## src/epd_timing_pkg.sv

```systemverilog
// ~~~~~~~~~~~~~~~~~~~~~~~~~~~~~~~~~~~~~~~~~~~~~~~~~~~~~~~~~~~~~~~~~~~~~~~~~~~
// EPD scan timing definitions
// Frame geometry, scan FSM states and the fixed delays that the scan
// generator and the pixel pipeline agree on
// ~~~~~~~~~~~~~~~~~~~~~~~~~~~~~~~~~~~~~~~~~~~~~~~~~~~~~~~~~~~~~~~~~~~~~~~~~~~
`default_nettype none

package epd_timing_pkg;

    // Clocks spent in WAITING after vsync, counted from zero
    localparam int VS_DELAY = 8;
    // Fetch to panel output, in clocks
    localparam int PIPELINE_DELAY = 3;

    typedef logic [7:0]  porch_t;
    typedef logic [11:0] active_t;
    typedef logic [10:0] scan_cnt_t;

    // Held static while a frame runs
    typedef struct packed {
        porch_t     vfp;
        porch_t     vsync;
        porch_t     vbp;
        porch_t     hfp;
        porch_t     hsync;
        porch_t     hbp;
        active_t    vact;
        active_t    hact;
        logic [5:0] lut_frames;
    } scan_cfg_t;

    typedef enum logic [1:0] {
        SCAN_IDLE,
        SCAN_WAITING,
        SCAN_RUNNING
    } scan_state_t;

endpackage

`default_nettype wire

```

## src/epd_scan_timing.sv

```systemverilog
// ~~~~~~~~~~~~~~~~~~~~~~~~~~~~~~~~~~~~~~~~~~~~~~~~~~~~~~~~~~~~~~~~~~~~~~~~~~~
// EPD scan timing generator
// Waits for vsync, then walks porch, sync and active regions line by
// line. Produces the stream fetch window and gate/source driver controls
// ~~~~~~~~~~~~~~~~~~~~~~~~~~~~~~~~~~~~~~~~~~~~~~~~~~~~~~~~~~~~~~~~~~~~~~~~~~~
`timescale 1ns/10ps
`default_nettype none

module epd_scan_timing
    import epd_timing_pkg::*;
(
    input  logic      clk,
    input  logic      rst,
    input  scan_cfg_t cfg,
    input  logic      global_en,
    input  logic      sys_ready,
    input  logic      vin_vsync,
    output logic      fetch,
    output logic      frame_begin,
    output logic      killable,
    output logic      epd_gdoe,
    output logic      epd_gdclk,
    output logic      epd_gdsp,
    output logic      epd_sdclk,
    output logic      epd_sdle,
    output logic      epd_sdoe,
    output logic      epd_sdce0
);

    scan_state_t state;
    scan_cnt_t   h_cnt;
    scan_cnt_t   v_cnt;

    scan_cnt_t v_sync_start, v_bp_start, v_act_start, v_total;
    scan_cnt_t h_sync_start, h_bp_start, h_act_start, h_total;
    scan_cnt_t fetch_start, fetch_end;

    logic running;
    logic in_vsync, in_vbp, in_vact;
    logic in_hfp, in_hsync, in_hbp, in_hact;

    // Region boundaries, running sums of the configured lengths
    always_comb begin
        v_sync_start = scan_cnt_t'(cfg.vfp);
        v_bp_start   = v_sync_start + scan_cnt_t'(cfg.vsync);
        v_act_start  = v_bp_start + scan_cnt_t'(cfg.vbp);
        v_total      = v_act_start + scan_cnt_t'(cfg.vact);
        h_sync_start = scan_cnt_t'(cfg.hfp);
        h_bp_start   = h_sync_start + scan_cnt_t'(cfg.hsync);
        h_act_start  = h_bp_start + scan_cnt_t'(cfg.hbp);
        h_total      = h_act_start + scan_cnt_t'(cfg.hact);
        // Fetch runs ahead of the active region by the pipeline depth
        fetch_start  = h_act_start - scan_cnt_t'(PIPELINE_DELAY);
        fetch_end    = h_total - scan_cnt_t'(PIPELINE_DELAY);
    end

    always_ff @(posedge clk) begin
        if (rst) begin
            state <= SCAN_IDLE;
            h_cnt <= '0;
            v_cnt <= '0;
        end else begin
            case (state)
                SCAN_IDLE: begin
                    h_cnt <= '0;
                    v_cnt <= '0;
                    if (sys_ready && global_en && vin_vsync) begin
                        state <= SCAN_WAITING;
                    end
                end
                SCAN_WAITING: begin
                    // h_cnt doubles as the vsync delay counter
                    if (h_cnt == scan_cnt_t'(VS_DELAY)) begin
                        state <= SCAN_RUNNING;
                        h_cnt <= '0;
                    end else begin
                        h_cnt <= h_cnt + 1'b1;
                    end
                end
                SCAN_RUNNING: begin
                    if (h_cnt == h_total - 1'b1) begin
                        h_cnt <= '0;
                        if (v_cnt == v_total - 1'b1) begin
                            state <= SCAN_IDLE;
                        end else begin
                            v_cnt <= v_cnt + 1'b1;
                        end
                    end else begin
                        h_cnt <= h_cnt + 1'b1;
                    end
                end
                default: state <= SCAN_IDLE;
            endcase
        end
    end

    assign running  = (state == SCAN_RUNNING);

    assign in_vsync = running && (v_cnt >= v_sync_start) && (v_cnt < v_bp_start);
    assign in_vbp   = running && (v_cnt >= v_bp_start) && (v_cnt < v_act_start);
    assign in_vact  = running && (v_cnt >= v_act_start);
    assign in_hfp   = running && (h_cnt < h_sync_start);
    assign in_hsync = running && (h_cnt >= h_sync_start) && (h_cnt < h_bp_start);
    assign in_hbp   = running && (h_cnt >= h_bp_start) && (h_cnt < h_act_start);
    assign in_hact  = running && (h_cnt >= h_act_start);

    assign fetch       = in_vact && (h_cnt >= fetch_start) && (h_cnt < fetch_end);
    assign frame_begin = (state == SCAN_WAITING);
    assign killable    = running;

    // Gate driver
    assign epd_gdoe = in_vsync || in_vbp || in_vact;
    assign epd_gdsp = !in_vsync;

    // Source driver
    assign epd_sdoe  = epd_gdoe;
    assign epd_sdle  = in_hsync;
    assign epd_sdce0 = !(in_vact && in_hact);

    // Clock enables, turned into clocks by the board output register
    always_ff @(posedge clk) begin
        if (rst) begin
            epd_gdclk <= 1'b0;
            epd_sdclk <= 1'b0;
        end else begin
            epd_gdclk <= in_hsync || in_hbp || in_hact;
            epd_sdclk <= in_hfp || in_hsync || in_hact;
        end
    end

endmodule

`default_nettype wire

```

## config.mk

```make
export PLATFORM = sky130hd
export DESIGN_NAME = epd_scan_timing
export DESIGN_NICKNAME = d
export VERILOG_FILES = /design/src/epd_timing_pkg.sv /design/src/epd_scan_timing.sv
export SDC_FILE = /design/constraint.sdc
export NUM_CORES = 1
export LEC_CHECK = 0
export BUFFER_PORTS_ARGS = -buffer_cell sky130_fd_sc_hd__buf_2
export CORE_UTILIZATION = 44
export DETAILED_ROUTE_END_ITERATION = 10
export PLACE_DENSITY = 0.71
export SLEW_MARGIN = 20
export SYNTH_ARGS = -nofsm -noshare
export SYNTH_HDL_FRONTEND = slang
export SYNTH_SLANG_ARGS = --single-unit
```

## constraint.sdc

```tcl
create_clock -name clk -period 10.1 [get_ports clk]
set_input_delay 2.02 -clock clk [delete_from_list [all_inputs] [get_ports clk]]
set_output_delay 2.02 -clock clk [all_outputs]
set_load 0.01 [all_outputs]
```

# After elaboration in Yosys (flattened, before gate mapping)

Cells that the tools add are included.

Flip-flop bits (word level): 26
ROM bits: 0
Input port bits: 83
RAM bits: 0
Bits in latches: 0
Memories kept: 0
Output and inout port bits: 10
Logic and storage cells: 80

Add/sub/neg operators: 12
Magnitude comparators: 13
$mul: 0
Divide/modulo/power cells: 0
Bitwise logic cells: 0
Shift operators: 0
Mux-type cells: 11
Equality and inequality tests: 10
Reduce and logical (&&, ||, !) cells: 29

Operators with widths:

| cell                    | count |
|---|---|
| $mux W11                | 4 |
| $pmux W11 S3            | 1 |
| $add A10 B11 Y11        | 2 |
| $add A11 B1 Y11 const B | 2 |
| $eq A11 B11 Y1          | 2 |
| $ge A11 B10 Y1          | 2 |
| $ge A11 B8 Y1           | 2 |
| $ge A11 B9 Y1           | 2 |
| $lt A11 B10 Y1          | 2 |
| $lt A11 B9 Y1           | 2 |
| $pmux W11 S2            | 1 |
| $sub A11 B1 Y11 const B | 2 |
| $add A9 B8 Y10          | 2 |
| $add A8 B8 Y9           | 2 |
| $logic_and A1 B1 Y1     | 16 |
| $eq A11 B4 Y1 const B   | 1 |
| $ge A11 B11 Y1          | 1 |
| $lt A11 B11 Y1          | 1 |
| $lt A11 B8 Y1           | 1 |
| $sub A10 B2 Y11 const B | 1 |
| $sub A11 B2 Y11 const B | 1 |
| $mux W2                 | 4 |
| $logic_or A1 B1 Y1      | 6 |
| $ne A2 B1 Y1 const B    | 3 |
| 10 further kinds        | 12 |

# Depth between registers and ports, before layout

Word-level depth: 8
Gate-level depth with buffers: 27
Depth with buffers taken out: 25

# Worst setup path after synthesis

OpenSTA, ideal clock, no wires.

Path kind: input-to-output
Start: in cfg[38] (netlist bit)
End: out fetch
Path buffers: 0
Required time: 8080 ps
Path slack: 1179 ps
Stages on the path: 23
Arrival: 6901 ps
Cell sequence: ha_1 > inv_1 > fa_1 > inv_1 > ha_1 > a21o_1 > a21oi_1 > o21bai_1 > a21oi_1 > o21bai_1 > a21oi_1 > xnor2_1 > ha_1 > o211ai_1 > and2_1 > a311oi_1 > o21ai_0 > nor2_1 > xor2_1 > ha_1 > a21oi_1 > o21ai_0 > a2111oi_0

Longest elaborated chain between the ends: 6
Elaborated cells on any way between the ends: 9
Those cells by class: add/sub: 5; order compare: 2; reduce/logical: 2

RTL lines:

| element                                                      | RTL line                                      | RTL |
|---|---|---|
| from (decl)                                                  | epd_scan_timing.sv:14                         | `input scan_cfg_t cfg,` |
| $add A8 B8 Y9 (*)                                            | epd_scan_timing.sv:49                         | `h_bp_start = h_sync_start + scan_cnt_t'(cfg.hsync);` |
| $add A9 B8 Y10 (*)                                           | epd_scan_timing.sv:50                         | `h_act_start = h_bp_start + scan_cnt_t'(cfg.hbp);` |
| $add A10 B11 Y11 / $sub A10 B2 Y11 (equally long branches)   | epd_scan_timing.sv:51, epd_scan_timing.sv:53  |  |
| $sub A11 B2 Y11 / $ge A11 B11 Y1 (equally long branches)     | epd_scan_timing.sv:54, epd_scan_timing.sv:107 |  |
| $lt A11 B11 Y1 / $logic_and A1 B1 Y1 (equally long branches) | epd_scan_timing.sv:107                        | `assign fetch = in_vact && (h_cnt >= fetch_start) && (h_cnt < fetch_end);` |
| $logic_and A1 B1 Y1 (*)                                      | epd_scan_timing.sv:107                        |  |
| to (decl)                                                    | epd_scan_timing.sv:18                         | `output logic fetch,` |

Every way passes the cells marked *; elsewhere a longest branch is shown, timed or not.

# Final worst setup path

Start: in cfg[46] (netlist bit)
End: out fetch

The elaborated chain is that of the path after synthesis.

==> impl_metrics.ini <==
[route]
detailroute.via_count = 5986
postRouteWirelength_mm = 15.0
drcViolationCount = 0
antenna_violating_nets_post_route = 0
route.detailed.wl_per_inst_um = 13.8
detailedRoute.firstPassIterationCount = 4
detail_route.iter0.violations = 230
avgViaCountPerCell = 5.50

[sta]
worst_pin_slew_ps = 805
clock-skew-final_ps = 7.43
timing.final.crit_share = 0.938
final_period_minus_worst_setup_slack_ps = 9470
slew_violations = 0
timing.slew.headroom = 0.457
finalSetupViolations = 0
timing.final.hold_violations = 0
tns_ps = 0
fmax_ghz = 0.106
grt_setup_unrepaired = false

[global_routing]
first_global_vias = 5623
grt_max_degree = 20
remaining_overflow_grt = 0
antenna_found_initial = 0
global_route_wire_length_before_repair_mm = 25.3
grt_use_total = 0.206

[clock_network]
cts_hold_buffers = 0
cts.htree.levels = 1
cts_bufs_inserted = 3
post_cts_resized = 0
clockBufferDepth = 2
cts.reportedPaths.clkPinSlew_ps = 60
cts_sinks = 26
total_setup_buffers_inserted_after_cts = 0
cts_tree = built
clock_insertion_delay_at_the_later_pin_of_the_skew_report_ps = 260
clock_tree.root_cell = sky130_fd_sc_hd__clkbuf_16

[floorplanning]
die-area_um2 = 15200
core_area_um2 = 14100
core.rowCount = 43
initial_cell_density_of_the_core = 0.458
die_h_um = 123
i_o_pin_count = 93
die-width_um = 123

[hold_path]
hold_path.startpoint = state[1]
worst_hold_path_type = reg -> reg
hold_path_depth = 2
timing.hold.worst_endpoint = state[1]

[critical_path]
path_buf_inv = 4
reg2reg_from = v_cnt[7]
timing.rr.end = v_cnt[8]
timing.critical_path.cells = buf_2, ha_1, inv_1, fa_1, fa_1, inv_1, a21oi_1, o21bai_1, xor2_1, ha_1, a211oi_1, a21oi_1, nor2_1, nor2_1, o21ai_0, nor2_1, xor2_1, ha_1, a21oi_1, o21ai_0, a2111oi_0, buf_2
end_kind = output pin
crit_path_top_delay_cell = sky130_fd_sc_hd__a211oi_1
crit_required_ps = 8080
worst-r2r-cell-count = 10
wp_data_arrival_ps = 7450
critPathKind = in -> out
critPathLaunchType = input pin
worst-path-max-fanout = 10
worst-r2r-setup-slack_ps = 6590
critical-path-max-stage-delay_ps = 550
cpLargestDelayFamily = compound AO/OA/AOI/OAI gates

[cells_and_area]
layout_common_cells = sky130_fd_sc_hd__ha_1, sky130_fd_sc_hd__inv_1, sky130_fd_sc_hd__buf_2
layout.cells.non_filler = 1088
antenna_diode_instance_count = 0
mostFrequentLayoutCell = sky130_fd_sc_hd__ha_1
final_net_count = 1146
area.growth.synth_to_final_pct = 11.1
drive_gt1_frac = 0.124

[flow_run]
max_cap_viol_count = 0

[place]
port_buffers = 84
placedCellCount = 1084
place_congestion = 0.855
detailedPlacementHpwl_mm = 12.5

[synthesis]
synth_seq_cells = 26
synth_seq_area_share = 0.0806
netlist_area_um2 = 6460
synth_nets = 1068
synth_area_per_cell_um2 = 7.77
synth_ff_type = sky130_fd_sc_hd__dfxtp_1
yosysWarnings = 0
synth-edff-count = 0
async_flop_share = 0
synth_cell_types = 74
synthesis.instances = 831

[pwr]
static-leakage-power_uw = 0.00372
vdd.ir_drop.worst_mv = 0.155
pwr_density_cell_nw_per_um2 = 182

[run_status]
status = finished, final reports clean
cell families after synthesis:
group / share of synthesized area
adders and majority gates: 0.305
AOI/OAI and AO/OA: 0.234
muxes: 0.00949
xor gates and xnor gates: 0.109
DFF: 0.0806
buffers and inverters: 0.0792
and+or+nand+nor: 0.182
report_power, final:
| group | internal (uW) | switching [uW] |
|---|---|---|
| registers | 106 | 3.50 |
| logic | 465 | 617 |
| clock network | 78.9 | 36.7 |
| total | 650 | 657 |
synthesized netlist by cell type (26+ instances only):
| cell | count | area, um^2 |
|---|---|---|
| sky130_fd_sc_hd__inv_1 | 115 | 432 |
| sky130_fd_sc_hd__a21oi_1 | 54 | 270 |
| sky130_fd_sc_hd__dfxtp_1 | 26 | 521 |
| sky130_fd_sc_hd__nand3_1 | 31 | 155 |
| sky130_fd_sc_hd__nor2_1 | 38 | 143 |
| sky130_fd_sc_hd__xnor2_1 | 48 | 420 |
| sky130_fd_sc_hd__a21o_1 | 28 | 210 |
| sky130_fd_sc_hd__o21ai_0 | 26 | 130 |
| sky130_fd_sc_hd__nand2b_1 | 26 | 163 |
| sky130_fd_sc_hd__xor2_1 | 30 | 263 |
| sky130_fd_sc_hd__ha_1 | 148 | 1850 |
| sky130_fd_sc_hd__nand2_1 | 36 | 135 |
final cells by class:
| class | instances | area (um^2) |
|---|---|---|
| Fill cell | 1422 | 6920 |
| Multi-Input combinational cell | 673 | 5430 |
| Sequential cell | 26 | 520 |
| Timing Repair Buffer | 90 | 465 |
| Inverter | 115 | 432 |
| Tap cell | 180 | 225 |
| Clock buffer | 3 | 75.1 |
| Clock inverter | 1 | 30.0 |
worst max-delay path by stage:
stage                     startpoint     to  slack (ps)  cells past startpoint
after floorplan              cfg[38]  fetch        1180                     23
after global placement       cfg[46]  fetch         650                     27
after detailed placement     cfg[46]  fetch         630                     22
after CTS                    cfg[46]  fetch         600                     27
after global routing         cfg[46]  fetch         100                     27
final                        cfg[46]  fetch         630                     22
registers in the layout, summed over array words and instances, names as in the netlist:
register   cells
h_cnt         11
v_cnt         11
state          2
epd_gdclk      1
epd_sdclk      1
routing by layer:
| metal | global-route usage | share of wire | vias to the layer above | routed length (um) |
|---|---|---|---|---|
| li1 | - | - | 3123 | - |
| met1 | 0.260 | 0.47 | 2721 | 7000 |
| met2 | 0.374 | 0.48 | 121 | 7190 |
| met3 | 0.0152 | 0.041 | 21 | 612 |
| met4 | 0.0520 | 0.016 | 0 | 239 |
| met5 | 0 | 0 | - | 0 |
tightest hold or removal path, delay by kind of cell, from the launching register on:
| kind | cells | cell delay (ps) |
|---|---|---|
| simple gates | 1 | 70 |
| flops | 1 | 340 |
| mux | 1 | 60 |
metrics by stage:
stage / hold WS [ps] / cell area [um^2] / power (uW) / worst slack [ps] / util
after global placement: 503 / 7070 / 1170 / 646 / 0.501
after global routing: 562 / 7170 / 1460 / 98.3 / 0.509
after floorplan: 485 / 6460 / 967 / 1180 / -
final: 520 / 7170 / 1310 / 625 / 0.509
after CTS: 525 / 7170 / 1310 / 599 / 0.509
after detailed placement: 515 / 7070 / 1190 / 632 / 0.501
(Power assumes the default switching activity.)
