--- config.mk ---
export PLATFORM = sky130hd
export DESIGN_NAME = pixel_update
export DESIGN_NICKNAME = d
export VERILOG_FILES = /design/src/epd_pixel_pkg.sv /design/src/pixel_update.sv
export SDC_FILE = /design/constraint.sdc
export NUM_CORES = 1
export LEC_CHECK = 0
export BUFFER_PORTS_ARGS = -buffer_cell sky130_fd_sc_hd__buf_2
export CELL_PAD_IN_SITES_DETAIL_PLACEMENT = 0
export CELL_PAD_IN_SITES_GLOBAL_PLACEMENT = 1
export CORE_ASPECT_RATIO = 0.75
export CORE_UTILIZATION = 31
export DETAILED_ROUTE_END_ITERATION = 10
export PLACE_DENSITY = 0.79
export SYNTH_ARGS = -nofsm -noshare
export SYNTH_HDL_FRONTEND = slang
export SYNTH_SLANG_ARGS = --single-unit
--- constraint.sdc ---
create_clock -name clk -period 1.85 [get_ports clk]
set_input_delay 0.0925 -clock clk [delete_from_list [all_inputs] [get_ports clk]]
set_output_delay 0.0925 -clock clk [all_outputs]
set_load 0.02 [all_outputs]
--- src/epd_pixel_pkg.sv ---
// ~~~~~~~~~~~~~~~~~~~~~~~~~~~~~~~~~~~~~~~~~~~~~~~~~~~~~~~~~~~~~~~~~~~~~~~~~~~
// EPD pixel path definitions
// Gray levels, per-pixel framebuffer state, waveform table addressing
// and the widths of the input and framebuffer streams
// ~~~~~~~~~~~~~~~~~~~~~~~~~~~~~~~~~~~~~~~~~~~~~~~~~~~~~~~~~~~~~~~~~~~~~~~~~~~
`default_nettype none

package epd_pixel_pkg;

    localparam int PIX_PER_CLK = 4;

    typedef logic [3:0] gray_t;
    typedef logic [5:0] fcnt_t;

    // Framebuffer state word, one per pixel
    typedef struct packed {
        logic [1:0] spare;
        fcnt_t      fcnt;
        gray_t      src;
        gray_t      tgt;
    } pix_state_t;

    // Frame sequence, target, source
    typedef logic [13:0] wvfm_addr_t;
    // Byte address, four 2-bit entries per byte
    typedef logic [11:0] lut_waddr_t;

    localparam int LUT_BYTES = 2 ** $bits(lut_waddr_t);

    typedef logic [1:0] drive_t;
    localparam drive_t DRIVE_NONE = 2'b00;

    typedef logic [31:0] vin_word_t;
    typedef logic [63:0] fb_word_t;

endpackage

`default_nettype wire

--- src/pixel_update.sv ---
// ~~~~~~~~~~~~~~~~~~~~~~~~~~~~~~~~~~~~~~~~~~~~~~~~~~~~~~~~~~~~~~~~~~~~~~~~~~~
// Per-pixel waveform update
// Stage 2 forms the table address, stage 3 picks the drive value and
// advances the framebuffer state word
// ~~~~~~~~~~~~~~~~~~~~~~~~~~~~~~~~~~~~~~~~~~~~~~~~~~~~~~~~~~~~~~~~~~~~~~~~~~~
`timescale 1ns/10ps
`default_nettype none

module pixel_update
    import epd_pixel_pkg::*;
(
    input  logic       clk,
    input  fcnt_t      lut_frames,
    input  gray_t      vin_gray,
    input  pix_state_t state_in,
    input  drive_t     drive_rd,
    output wvfm_addr_t wvfm_addr,
    output pix_state_t state_out,
    output drive_t     drive
);

    fcnt_t      fseq;
    pix_state_t s3_state;
    gray_t      s3_gray;

    // Sequence counts up from zero as fcnt counts down
    assign fseq      = lut_frames - state_in.fcnt;
    assign wvfm_addr = {fseq, state_in.tgt, state_in.src};

    always_ff @(posedge clk) begin
        s3_state <= state_in;
        s3_gray  <= vin_gray;
    end

    always_comb begin
        state_out = s3_state;
        drive     = DRIVE_NONE;
        if (s3_state.fcnt != '0) begin
            // Transition in progress
            drive          = drive_rd;
            state_out.fcnt = s3_state.fcnt - 1'b1;
            if (s3_state.fcnt == fcnt_t'(1)) begin
                state_out.src = s3_state.tgt;
            end
        end else if (s3_gray != s3_state.src) begin
            // New target, drive starts next frame
            state_out.tgt  = s3_gray;
            state_out.fcnt = lut_frames;
        end
    end

endmodule

`default_nettype wire

Yosys cells after proc, flatten, opt, wreduce, memory -nomap -nowiden
Cells that the tools add are included.
{"block": "word_totals", "ff_bits": 20, "latch_bits": 0, "mem_bits_rw": 0, "romBits": 0, "output_inout_bits": 32, "elab_cells": 17, "memories": 0}
{"block": "classes", "addsub": 2, "multipliers": 0, "n_div": 0, "n_lt_le_gt_ge": 0, "eq_ne": 2, "shift": 0, "muxes": 7, "bitwise_logic": 0, "n_reduce_logical": 1}
{"op": "$mux W4", "count": 4}
{"op": "$mux W6", "count": 2}
{"op": "$eq A6 B1 Y1 const B", "count": 1}
{"op": "$reduce_bool A6 Y1", "count": 1}
{"op": "$sub A6 B1 Y6 const B", "count": 1}
{"op": "$sub A6 B6 Y6", "count": 1}
{"op": "$ne A4 B4 Y1", "count": 1}
{"op": "$mux W2", "count": 1}

Logic depth before layout (Yosys ltp)
Gate-level depths: netlist of the first run.
{"block": "depth", "word_depth": 3, "depth_mapped": 7, "ltp_nobuf": 7}

Least setup slack after synthesis of the first run
OpenSTA, ideal clock, no wires.
{"block": "synth_path", "path_type": "flip-flop to output port", "startpoint": "reg s3_state[8] (netlist name)", "endpoint": "out state_out[8] (netlist name)", "t_arrival_ps": 1660, "required_time_ps": 1757, "path_slack_ps": 97, "path_stages_with_launch": 7, "path_cell_list": "dfxtp_1 > inv_1 > ha_1 > nor3b_4 > nand2_2 > nor2_4 > a221oi_1"}
{"element": "start: declaration", "line_no": "pixel_update.sv:23", "source": "pix_state_t s3_state;"}
{"element": "start signal: assignment", "line_no": "pixel_update.sv:31", "source": "s3_state <= state_in;"}
{"element": "end: declaration", "line_no": "pixel_update.sv:18", "source": "output pix_state_t state_out,"}

==> results of run 1 <==
critical path: cells and delay by family (launching register included):
| family | cells | cell delay [ns] |
|---|---|---|
| AND/OR/NAND/NOR | 2 | 0.48 |
| AO/OA/AOI/OAI | 1 | 0.21 |
| XOR/XNOR | 1 | 0.19 |
| buffers and inverters | 2 | 0.32 |
| flip-flops | 1 | 0.33 |
layout by cell type, fill, tap and decap left out, drive strengths merged:
cell type,n
clkbuf,3
a211o,1
nor3,3
o2111a,1
a221oi,2
a21oi,2
o31ai,1
mux2,9
nand2,2
a22o,2
o21ai,2
nor2b,1
o21a,1
nor4,1
ha,7
and2,3
nor2,7
xnor2,4
nand4b,1
nor3b,2
xor2,7
fa,1
inv,11
nand2b,1
a21o,2
buf,71
dlygate4sd3,20
dfxtp,20
where the power goes:
part | switching [uW] | leakage, uW | internal [uW]
clock network | 131 | 0.0000216 | 145
logic | 186 | 0.000693 | 180
registers | 17.5 | 0.000169 | 455
total | 334 | 0.000883 | 780
area by class of cell:
cell class	instances	share of cell area (%)
multi-input cells	63	34.5
clock buffers	3	2.32
flip-flops and latches	20	22.8
repair buffers	91	35.3
inverters	11	2.32
well taps	40	2.81
synthesized netlist by cell type (2+ instances only):
library cell | n | area [um2]
a21o_1 | 2 | 15.0
a21oi_1 | 2 | 10.0
a221oi_1 | 2 | 17.5
a22o_1 | 2 | 17.5
and2_1 | 3 | 18.8
buf_4 | 10 | 75.1
dfxtp_1 | 20 | 400
ha_1 | 7 | 87.6
inv_1 | 11 | 41.3
mux2_2 | 5 | 56.3
mux2_4 | 4 | 60.1
nor2_1 | 6 | 22.5
nor3_1 | 3 | 15.0
o21ai_0 | 2 | 10.0
xnor2_1 | 4 | 35.0
xor2_1 | 7 | 61.3
flip-flops by register name, indices dropped and copies added, names as in the netlist:
name	flops
s3_gray	4
s3_state	14
state_out	2
what timing repair did:
| action | in CTS | in global routing |
|---|---|---|
| resized for setup | 25 | 3 |
| hold endpoints to repair | 20 | 0 |
| pin swaps | 5 | 2 |
| endpoints found under the setup margin | 9 | 13 |
| setup buffers | 7 | 1 |
| hold buffers | 20 | 0 |
| cloned | 0 | 0 |
stage by stage:
step                      hold slack [ns]  cells  utilization, %  TNS (ns)
after floorplan                     0.120    104               -         0
after global placement              0.195    197            41.9         0
after detailed placement            0.196    197            41.9         0
after CTS                           0.469    227            53.3    -0.223
after global routing                0.482    228            53.8    -0.936
final                               0.483    228            53.8    -0.169
routing by layer:
layer  share of wire (%)  GRT usage, %  up-vias
met3                 4.1          3.81        0
met1                  44          17.4      464
met2                  52          26.2       25
met5                   0             0        -
met4                   0          3.67        0
li1                    -             -      513
path summary, 6_finish.rpt:
| kind | end | depth (start not counted) |
|---|---|---|
| worst min-delay path | s3_state[8] | 2 |
| worst max-delay path | state_out[8] | 6 |
cells by family after synthesis:
logic type / Yosys count / synth area share, %
AO/OA/AOI/OAI: 14 / 9.66
XOR/XNOR: 11 / 8.85
adder cells (fa/ha/maj): 8 / 9.88
buffers and inverters: 21 / 10.7
flip-flops: 20 / 36.8
multiplexers: 9 / 10.7
AND/OR/NAND/NOR: 21 / 13.4
==> key figures, run 1 <==
STA
  • Max-slew violation count: 0
  • Setup violations, final: 7
  • Max frequency: 532 MHz
  • Final Hold Fails: 0
  • Fin crit share: 102%
  • Relative slew slack: about four fifths
  • RSZ-0062 raised after global routing: true
  • Worst-Margin Slew: just over 0.3 ns
  • Final worst setup slack: -0.0314 ns
  • Fin crit period: around 1.9 ns

Clock tree
  • CTS clk-pin slew, worst paths: about 0.070 ns
  • Clock Path Buffers: 2
  • Clk sink count: 20
  • CTS H-Tree Depth: 1
  • Root buf cell: clkbuf_8
  • CTS tree: done
  • Number of CTS-inserted buffers: 3

Critical path
  • Max incr delay on CP: approximately 0.35 ns
  • Crit. End Element: output port
  • Worst Path Arrival: approximately 1.8 ns
  • Critical Path RT: roughly 1.8 ns
  • Setup crit start kind: flip-flop
  • CP Class: reg2out
  • Crit path max fanout: 7
  • CP startpoint: s3_state[6]
  • Critical path's slowest cell: nor4_4
  • CP cell instances: xor2_2 -> nor4_4 -> nor2_4 -> buf_6 -> a221oi_2 -> buf_4

Die
  • I/O pin count: 61
  • Die span in y: about 53 um
  • Die W: just over 70 um
  • Die area: around 0.0038 mm2
  • Cell Rows: 18
  • Core area: between 0.003 and 0.004 mm2
  • Initial Utilization: between 30% and 40%

Run status
  • Failing checks: negative setup slack
  • Status: complete, but fails checks

Pwr
  • Max VDD drop: around 320 uV
  • Total power: 1110 uW
  • Pwr per Cell Area: between 600 and 700 mW/mm2
  • Lkg Pwr: just under 0.0009 uW

Synthesis
  • Synth Instances: 104
  • Syn nets: between 100 and 150
  • Main flop type after synthesis: dfxtp_1
  • Share of the yosys chip area belonging to registers: between 30% and 40%
  • Post-synth EDFFs: 0
  • Mapped cell area: approximately 0.0011 mm2
  • Ys async rst share: 0%
  • Mean Syn Cell Area: 10.5 um2
  • Register bit total from synthesis: 20
  • YS warnings: 0
  • Distinct cells, synth: 30

Place
  • Gpl congestion: 0.772
  • Dpl cell area: between 0.001 and 0.0015 mm2
  • HPWL Detailed: roughly 1900 um
  • Setup WS pre-CTS: slightly below 0.02 ns
  • Buffers on Ports: 60

Route
  • Residual DRC count: 0
  • Antenna-violating nets left: 0
  • Initial DRC count: 49
  • Final WL: around 2700 um
  • Wire per inst: approximately 12 um
  • Via density: roughly 4.4
  • First-pass detailed-route iteration total: 4
  • Vias: roughly 1000

Worst hold path
  • Worst hold path startpoint: state_in[8]
  • Hold crit path type: in2reg

Final layout
  • Layout cell share with drive strength beyond 1: about 53%
  • Final net count: 227
  • Multi-input gate area: between 600 and 700 um2
  • ANT cells: 0
  • Reg area: just over 400 um2
  • Design Area, Final: between 0.0015 and 0.002 mm2
  • Area grow syn2layout: 63.7%
  • Fillers: about 290

Global routing
  • Largest net degree at the start of global routing: 11
  • Global-route wire length before repair: about 4200 um
  • Total track usage: approximately 15%
  • Grt ovf: 0
  • Vias in the first global route: 930
  • Initial antenna violation count: 0

Flow run
  • Max-Cap Viols: 0
No activity file was read; power rests on OpenSTA's default activity.
==> run 2, diff against run 1 <==
- CORE_UTILIZATION: 31 -> 34
- PLACE_DENSITY: 0.79 -> 0.85
- clock period: 1.85 -> 2.4 ns (I/O delays scaled with it)
==> run 2 against run 1 <==
The flow now finishes without violations. Hold slack worse by 0.46 ns. First-iteration DRC count decreased by 69%. Sequential share of layout area rose by 2.2 points. Total power fell by 23%. Die area fell by 8.5%.
==> key figures, run 2 (synthesis gave the netlist of run 1 again) <==
Final layout
  • Most frequent cells in the layout: buf_2 (60), dfxtp_1 (20), dlygate4sd3_1 (19), inv_1 (11)
  • Register bank with the most flops: s3_state
  • Leading cell type in the layout, fill and taps excluded: buf_2
  • Design Area, Final: around 0.0016 mm2
  • Final net count: around 220
  • Max reg flops: 14
  • Finished Layout Cells: between 200 and 250
  • Post-route core utilization: between 50 and 60%
  • Layout cell share with drive strength beyond 1: 43.5%
  • Area grow syn2layout: 47.6%
  • ANT cells: 0
  • Fillers: ~270

Place
  • Gpl congestion: 0.776
  • HPWL Detailed: 1780 um
  • Dpl cell area: ~0.0014 mm2
  • Buffers on Ports: 60
  • # placed instances: about 190
  • Setup WS pre-CTS: around 0.44 ns

Critical path
  • Max incr delay on CP: approximately 0.36 ns
  • CP Class: reg2out
  • Crit. End Element: output port
  • Crit path max-delay family: simple AND/OR/NAND/NOR gates
  • Crit path max fanout: 10
  • CP cell instances: inv_1 -> ha_1 -> nor3b_4 -> nand2_2 -> nor2_4 -> mux2_4 -> buf_2
  • Setup crit start kind: flip-flop
  • Critical path's slowest cell: dfxtp_1
  • Crit path buffers/inverters: 2
  • Critical Path RT: roughly 2.3 ns
  • Worst Path Arrival: around 2.1 ns

Pwr
  • Seq pwr share: between 40% and 50%
  • Switching share of total power: between 20% and 30%
  • Gate power share: between 20 and 30%
  • Pwr per Cell Area: around 530 mW/mm2
  • P_int: ~600 uW
  • Sw Pwr: between 200 and 250 uW
  • Clk network pwr share: between 20 and 30%
  • Max VDD drop: between 300 and 400 uV
  • Lkg Pwr: ~0.00082 uW

Die
  • Die area: approximately 0.0034 mm2
  • Die W: 67.3 um
  • Die span in y: 51 um
  • Initial Utilization: approximately 36%
  • I/O pin count: 61
  • Cell Rows: 17
  • Core area: roughly 0.0030 mm2

Route
  • Antenna-violating nets left: 0
  • Via density: roughly 4.3
  • Residual DRC count: 0
  • Initial DRC count: 15
  • Wire per inst: about 11 um
  • Vias: about 930
  • First-pass detailed-route iteration total: 4
  • Final WL: 2400 um

Clock tree
  • Clock Path Buffers: 2
  • Clk sink count: 20
  • CTS H-Tree Depth: 1
  • Number of CTS-inserted buffers: 3
  • CTS tree: done
  • Root buf cell: clkbuf_8
  • CTS clk-pin slew, worst paths: 0.07 ns

Global routing
  • Global-route wire length before repair: around 3700 um
  • Largest net degree at the start of global routing: 12
  • Grt ovf: 0
  • Initial antenna violation count: 0
  • Total track usage: 14.4%
  • Vias in the first global route: 833

STA
  • Setup violations, final: 0
  • Final worst setup slack: 0.175 ns
  • Setup_tns: 0 ns
  • Final Hold Fails: 0
  • Max-slew violation count: 0
  • Relative slew slack: between 70% and 80%
  • Fin crit share: between 90% and 100%
  • Fin crit period: 2.22 ns
  • RSZ-0062 raised after global routing: false
  • Max frequency: approximately 450 MHz
  • Worst-Margin Slew: between 0.4 and 0.5 ns

Flow run
  • Max-Cap Viols: 0

Run status
  • Status: complete, no violations

Worst hold path
  • Hold crit path type: in2reg
## run 2: changes by cell type in the layout (fill, tap and decap cells not counted), sizes merged
cell	previous run	this run
clkbuf	3	4
dlygate4sd3	20	19
buf	71	60
## run 2: routing by layer
layer / part of all wire [%] / vias to the layer above / global-route usage [%] / wire length (um)
met4: 0.58 / 0 / 3.19 / 14
li1: - / 490 / - / -
met5: 0 / - / 0 / 0
met1: 46 / 413 / 19.2 / 1100
met3: 3.3 / 2 / 2.90 / 80
met2: 50 / 22 / 23.8 / 1200
## run 2: path summary, 6_finish.rpt
| kind | startpoint | endpoint | slack [ns] | depth (start not counted) |
|---|---|---|---|---|
| setup / recovery | s3_state[8] | state_out[1] | 0.18 | 7 |
| hold / removal | state_in[9] | s3_state[9] | 0.03 | 1 |
## run 2: stage by stage
| step | hold WS [ns] | total power [uW] |
|---|---|---|
| global placement | 0.223 | 596 |
| global route | 0.0218 | 906 |
| finish | 0.0272 | 859 |
| floorplan | 0.148 | 528 |
| detailed placement | 0.224 | 597 |
| CTS | 0.0205 | 870 |
## run 2: final cells by class
class	instances	area, um2	share of cell area, %
tap	38	47.5	2.96
sequential	20	400	24.9
inverter	11	41.3	2.57
timing repair buffer	79	490	30.5
clock buffer	4	55.1	3.43
multi-input combinational	63	572	35.6
## run 2: repair_timing
action | CTS | global route
buffers inserted | 0 | 0
hold endpoints to repair | 19 | 0
resized for setup | 0 | 0
hold buffers | 19 | 0
endpoints found under the setup margin | 0 | 3
## run 2: power groups by stage
stage | Sequential (uW) | Combinational (uW) | Clock [uW]
after floorplan | 368 | 160 | 0
after global placement | 370 | 226 | 0
after detailed placement | 371 | 227 | 0
after CTS | 363 | 252 | 254
after global routing | 365 | 270 | 270
final | 363 | 251 | 245
==> run 3, diff against run 2 <==
- REMOVE_ABC_BUFFERS: default -> 1
==> run 3 against run 2 <==
Total power about the same. Flip-flop and latch count is the same. Sequential power hardly changed. Global-route usage hardly changed. Critical path type unchanged. Largest cell class unchanged. Largest power group unchanged.
==> key figures, run 3 (synthesis gave the netlist of run 1 again) <==
Run status
  • Status: complete, no violations

Clock tree
  • Root buf cell: clkbuf_8
  • CTS H-Tree Depth: 1
  • CTS clk-pin slew, worst paths: roughly 0.070 ns
  • Post-CTS Resized: 0
  • Clk sink count: 20
  • Hold buffers post-CTS: 19
  • Number of CTS-inserted buffers: 3
  • Clock Path Buffers: 2
  • CTS tree: done
  • Post-CTS Setup Inserts: 0

Die
  • Initial Utilization: 36.3%
  • Die area: 0.00343 mm2
  • Die W: ~67 um
  • Die span in y: ~51 um
  • Core area: 0.00300 mm2
  • Cell Rows: 17
  • I/O pin count: 61

STA
  • Fin crit share: between 90 and 100%
  • RSZ-0062 raised after global routing: false
  • Max-slew violation count: 0
  • WHS: between 0.015 and 0.02 ns
  • Worst-Margin Slew: about 0.42 ns
  • Relative slew slack: a little under three quarters
  • Final Hold Fails: 0
  • Max frequency: 452 MHz
  • Setup violations, final: 0
  • Setup_tns: 0 ns
  • Fin crit period: 2.21 ns

Final layout
  • Fillers: slightly below 300
  • Most frequent cells in the layout: buf_2 (60), dfxtp_1 (20), dlygate4sd3_1 (19), inv_1 (11)
  • Layout cell share with drive strength beyond 1: 43.5%
  • Max reg flops: 14
  • Finished Layout Cells: about 220
  • Final net count: 215
  • Register bank with the most flops: s3_state
  • ANT cells: 0
  • Leading cell type in the layout, fill and taps excluded: buf_2
  • Area grow syn2layout: 47.6%

Route
  • Final WL: around 2300 um
  • Vias: between 900 and 1000
  • First-pass detailed-route iteration total: 4
  • Wire per inst: 10.7 um
  • Initial DRC count: 12
  • Antenna-violating nets left: 0
  • Via density: ~4.4
  • Residual DRC count: 0

Place
  • Buffers on Ports: 60
  • # placed instances: between 150 and 200
  • HPWL Detailed: roughly 1800 um
  • Gpl congestion: about 0.70

Worst hold path
  • Hold crit path type: in2reg

Critical path
  • Worst Path Arrival: ~2.1 ns
  • Setup crit start kind: flip-flop
  • Crit path max fanout: 10
  • Crit. End Element: output port
  • CP Class: reg2out
  • Critical Path RT: 2.28 ns

Global routing
  • Largest net degree at the start of global routing: 12
  • Initial antenna violation count: 0
  • Global-route wire length before repair: roughly 3700 um
  • Grt ovf: 0
  • Total track usage: 14.4%
  • Vias in the first global route: about 870

Pwr
  • Pwr per Cell Area: 534 mW/mm2
  • Lkg Pwr: between 0.0008 and 0.0009 uW
  • Max VDD drop: 274 uV

Flow run
  • Max-Cap Viols: 0
==> run 3: cell counts in the layout (fill, tap and decap cells not counted) <==
No cell type changed its count.
==> run 3: area by class of cell <==
cell class                      count  area, um2  share of cell area, %
Multi-Input combinational cell     63        572                   35.6
Timing Repair Buffer               79        490                   30.5
Sequential cell                    20        400                   24.9
Clock buffer                        4       55.1                   3.43
Tap cell                           38       47.5                   2.96
Inverter                           11       41.3                   2.57
==> run 3: power breakdown <==
group          switching [uW]  leakage (uW)  internal (uW)
registers                12.8      0.000169            350
clock network             100     0.0000288            146
logic                     133      0.000616            117
==> run 3: layer usage <==
| metal | routed length, um | track usage (%) |
|---|---|---|
| met5 | 0 | 0 |
| met3 | 127 | 4.69 |
| met1 | 1110 | 18.6 |
| met4 | 0 | 2.13 |
| met2 | 1060 | 23.5 |
==> run 3: metrics by stage <==
stage / worst slack [ns] / utilization (%) / total power (uW) / area, um2
after floorplan: 0.620 / - / 506 / 1010
after global placement: 0.513 / 45.4 / 595 / 1360
after detailed placement: 0.442 / 45.4 / 597 / 1360
after CTS: 0.146 / 53.6 / 873 / 1610
after global routing: 0.0118 / 53.6 / 909 / 1610
final: 0.189 / 53.6 / 858 / 1610
==> run 3: worst paths after layout <==
check	from	end	cells past startpoint
worst min-delay path	state_in[9]	s3_state[9]	1
worst max-delay path	s3_state[8]	state_out[2]	7
==> run 3: worst max-delay path: stages, from the launching register on <==
cell and delay [ns]:
dfxtp_1 0.35, inv_1 0.07, ha_1 0.19, nor3b_4 0.26, nand2_2 0.18, nor2_4 0.31
mux2_4 0.32, buf_2 0.16
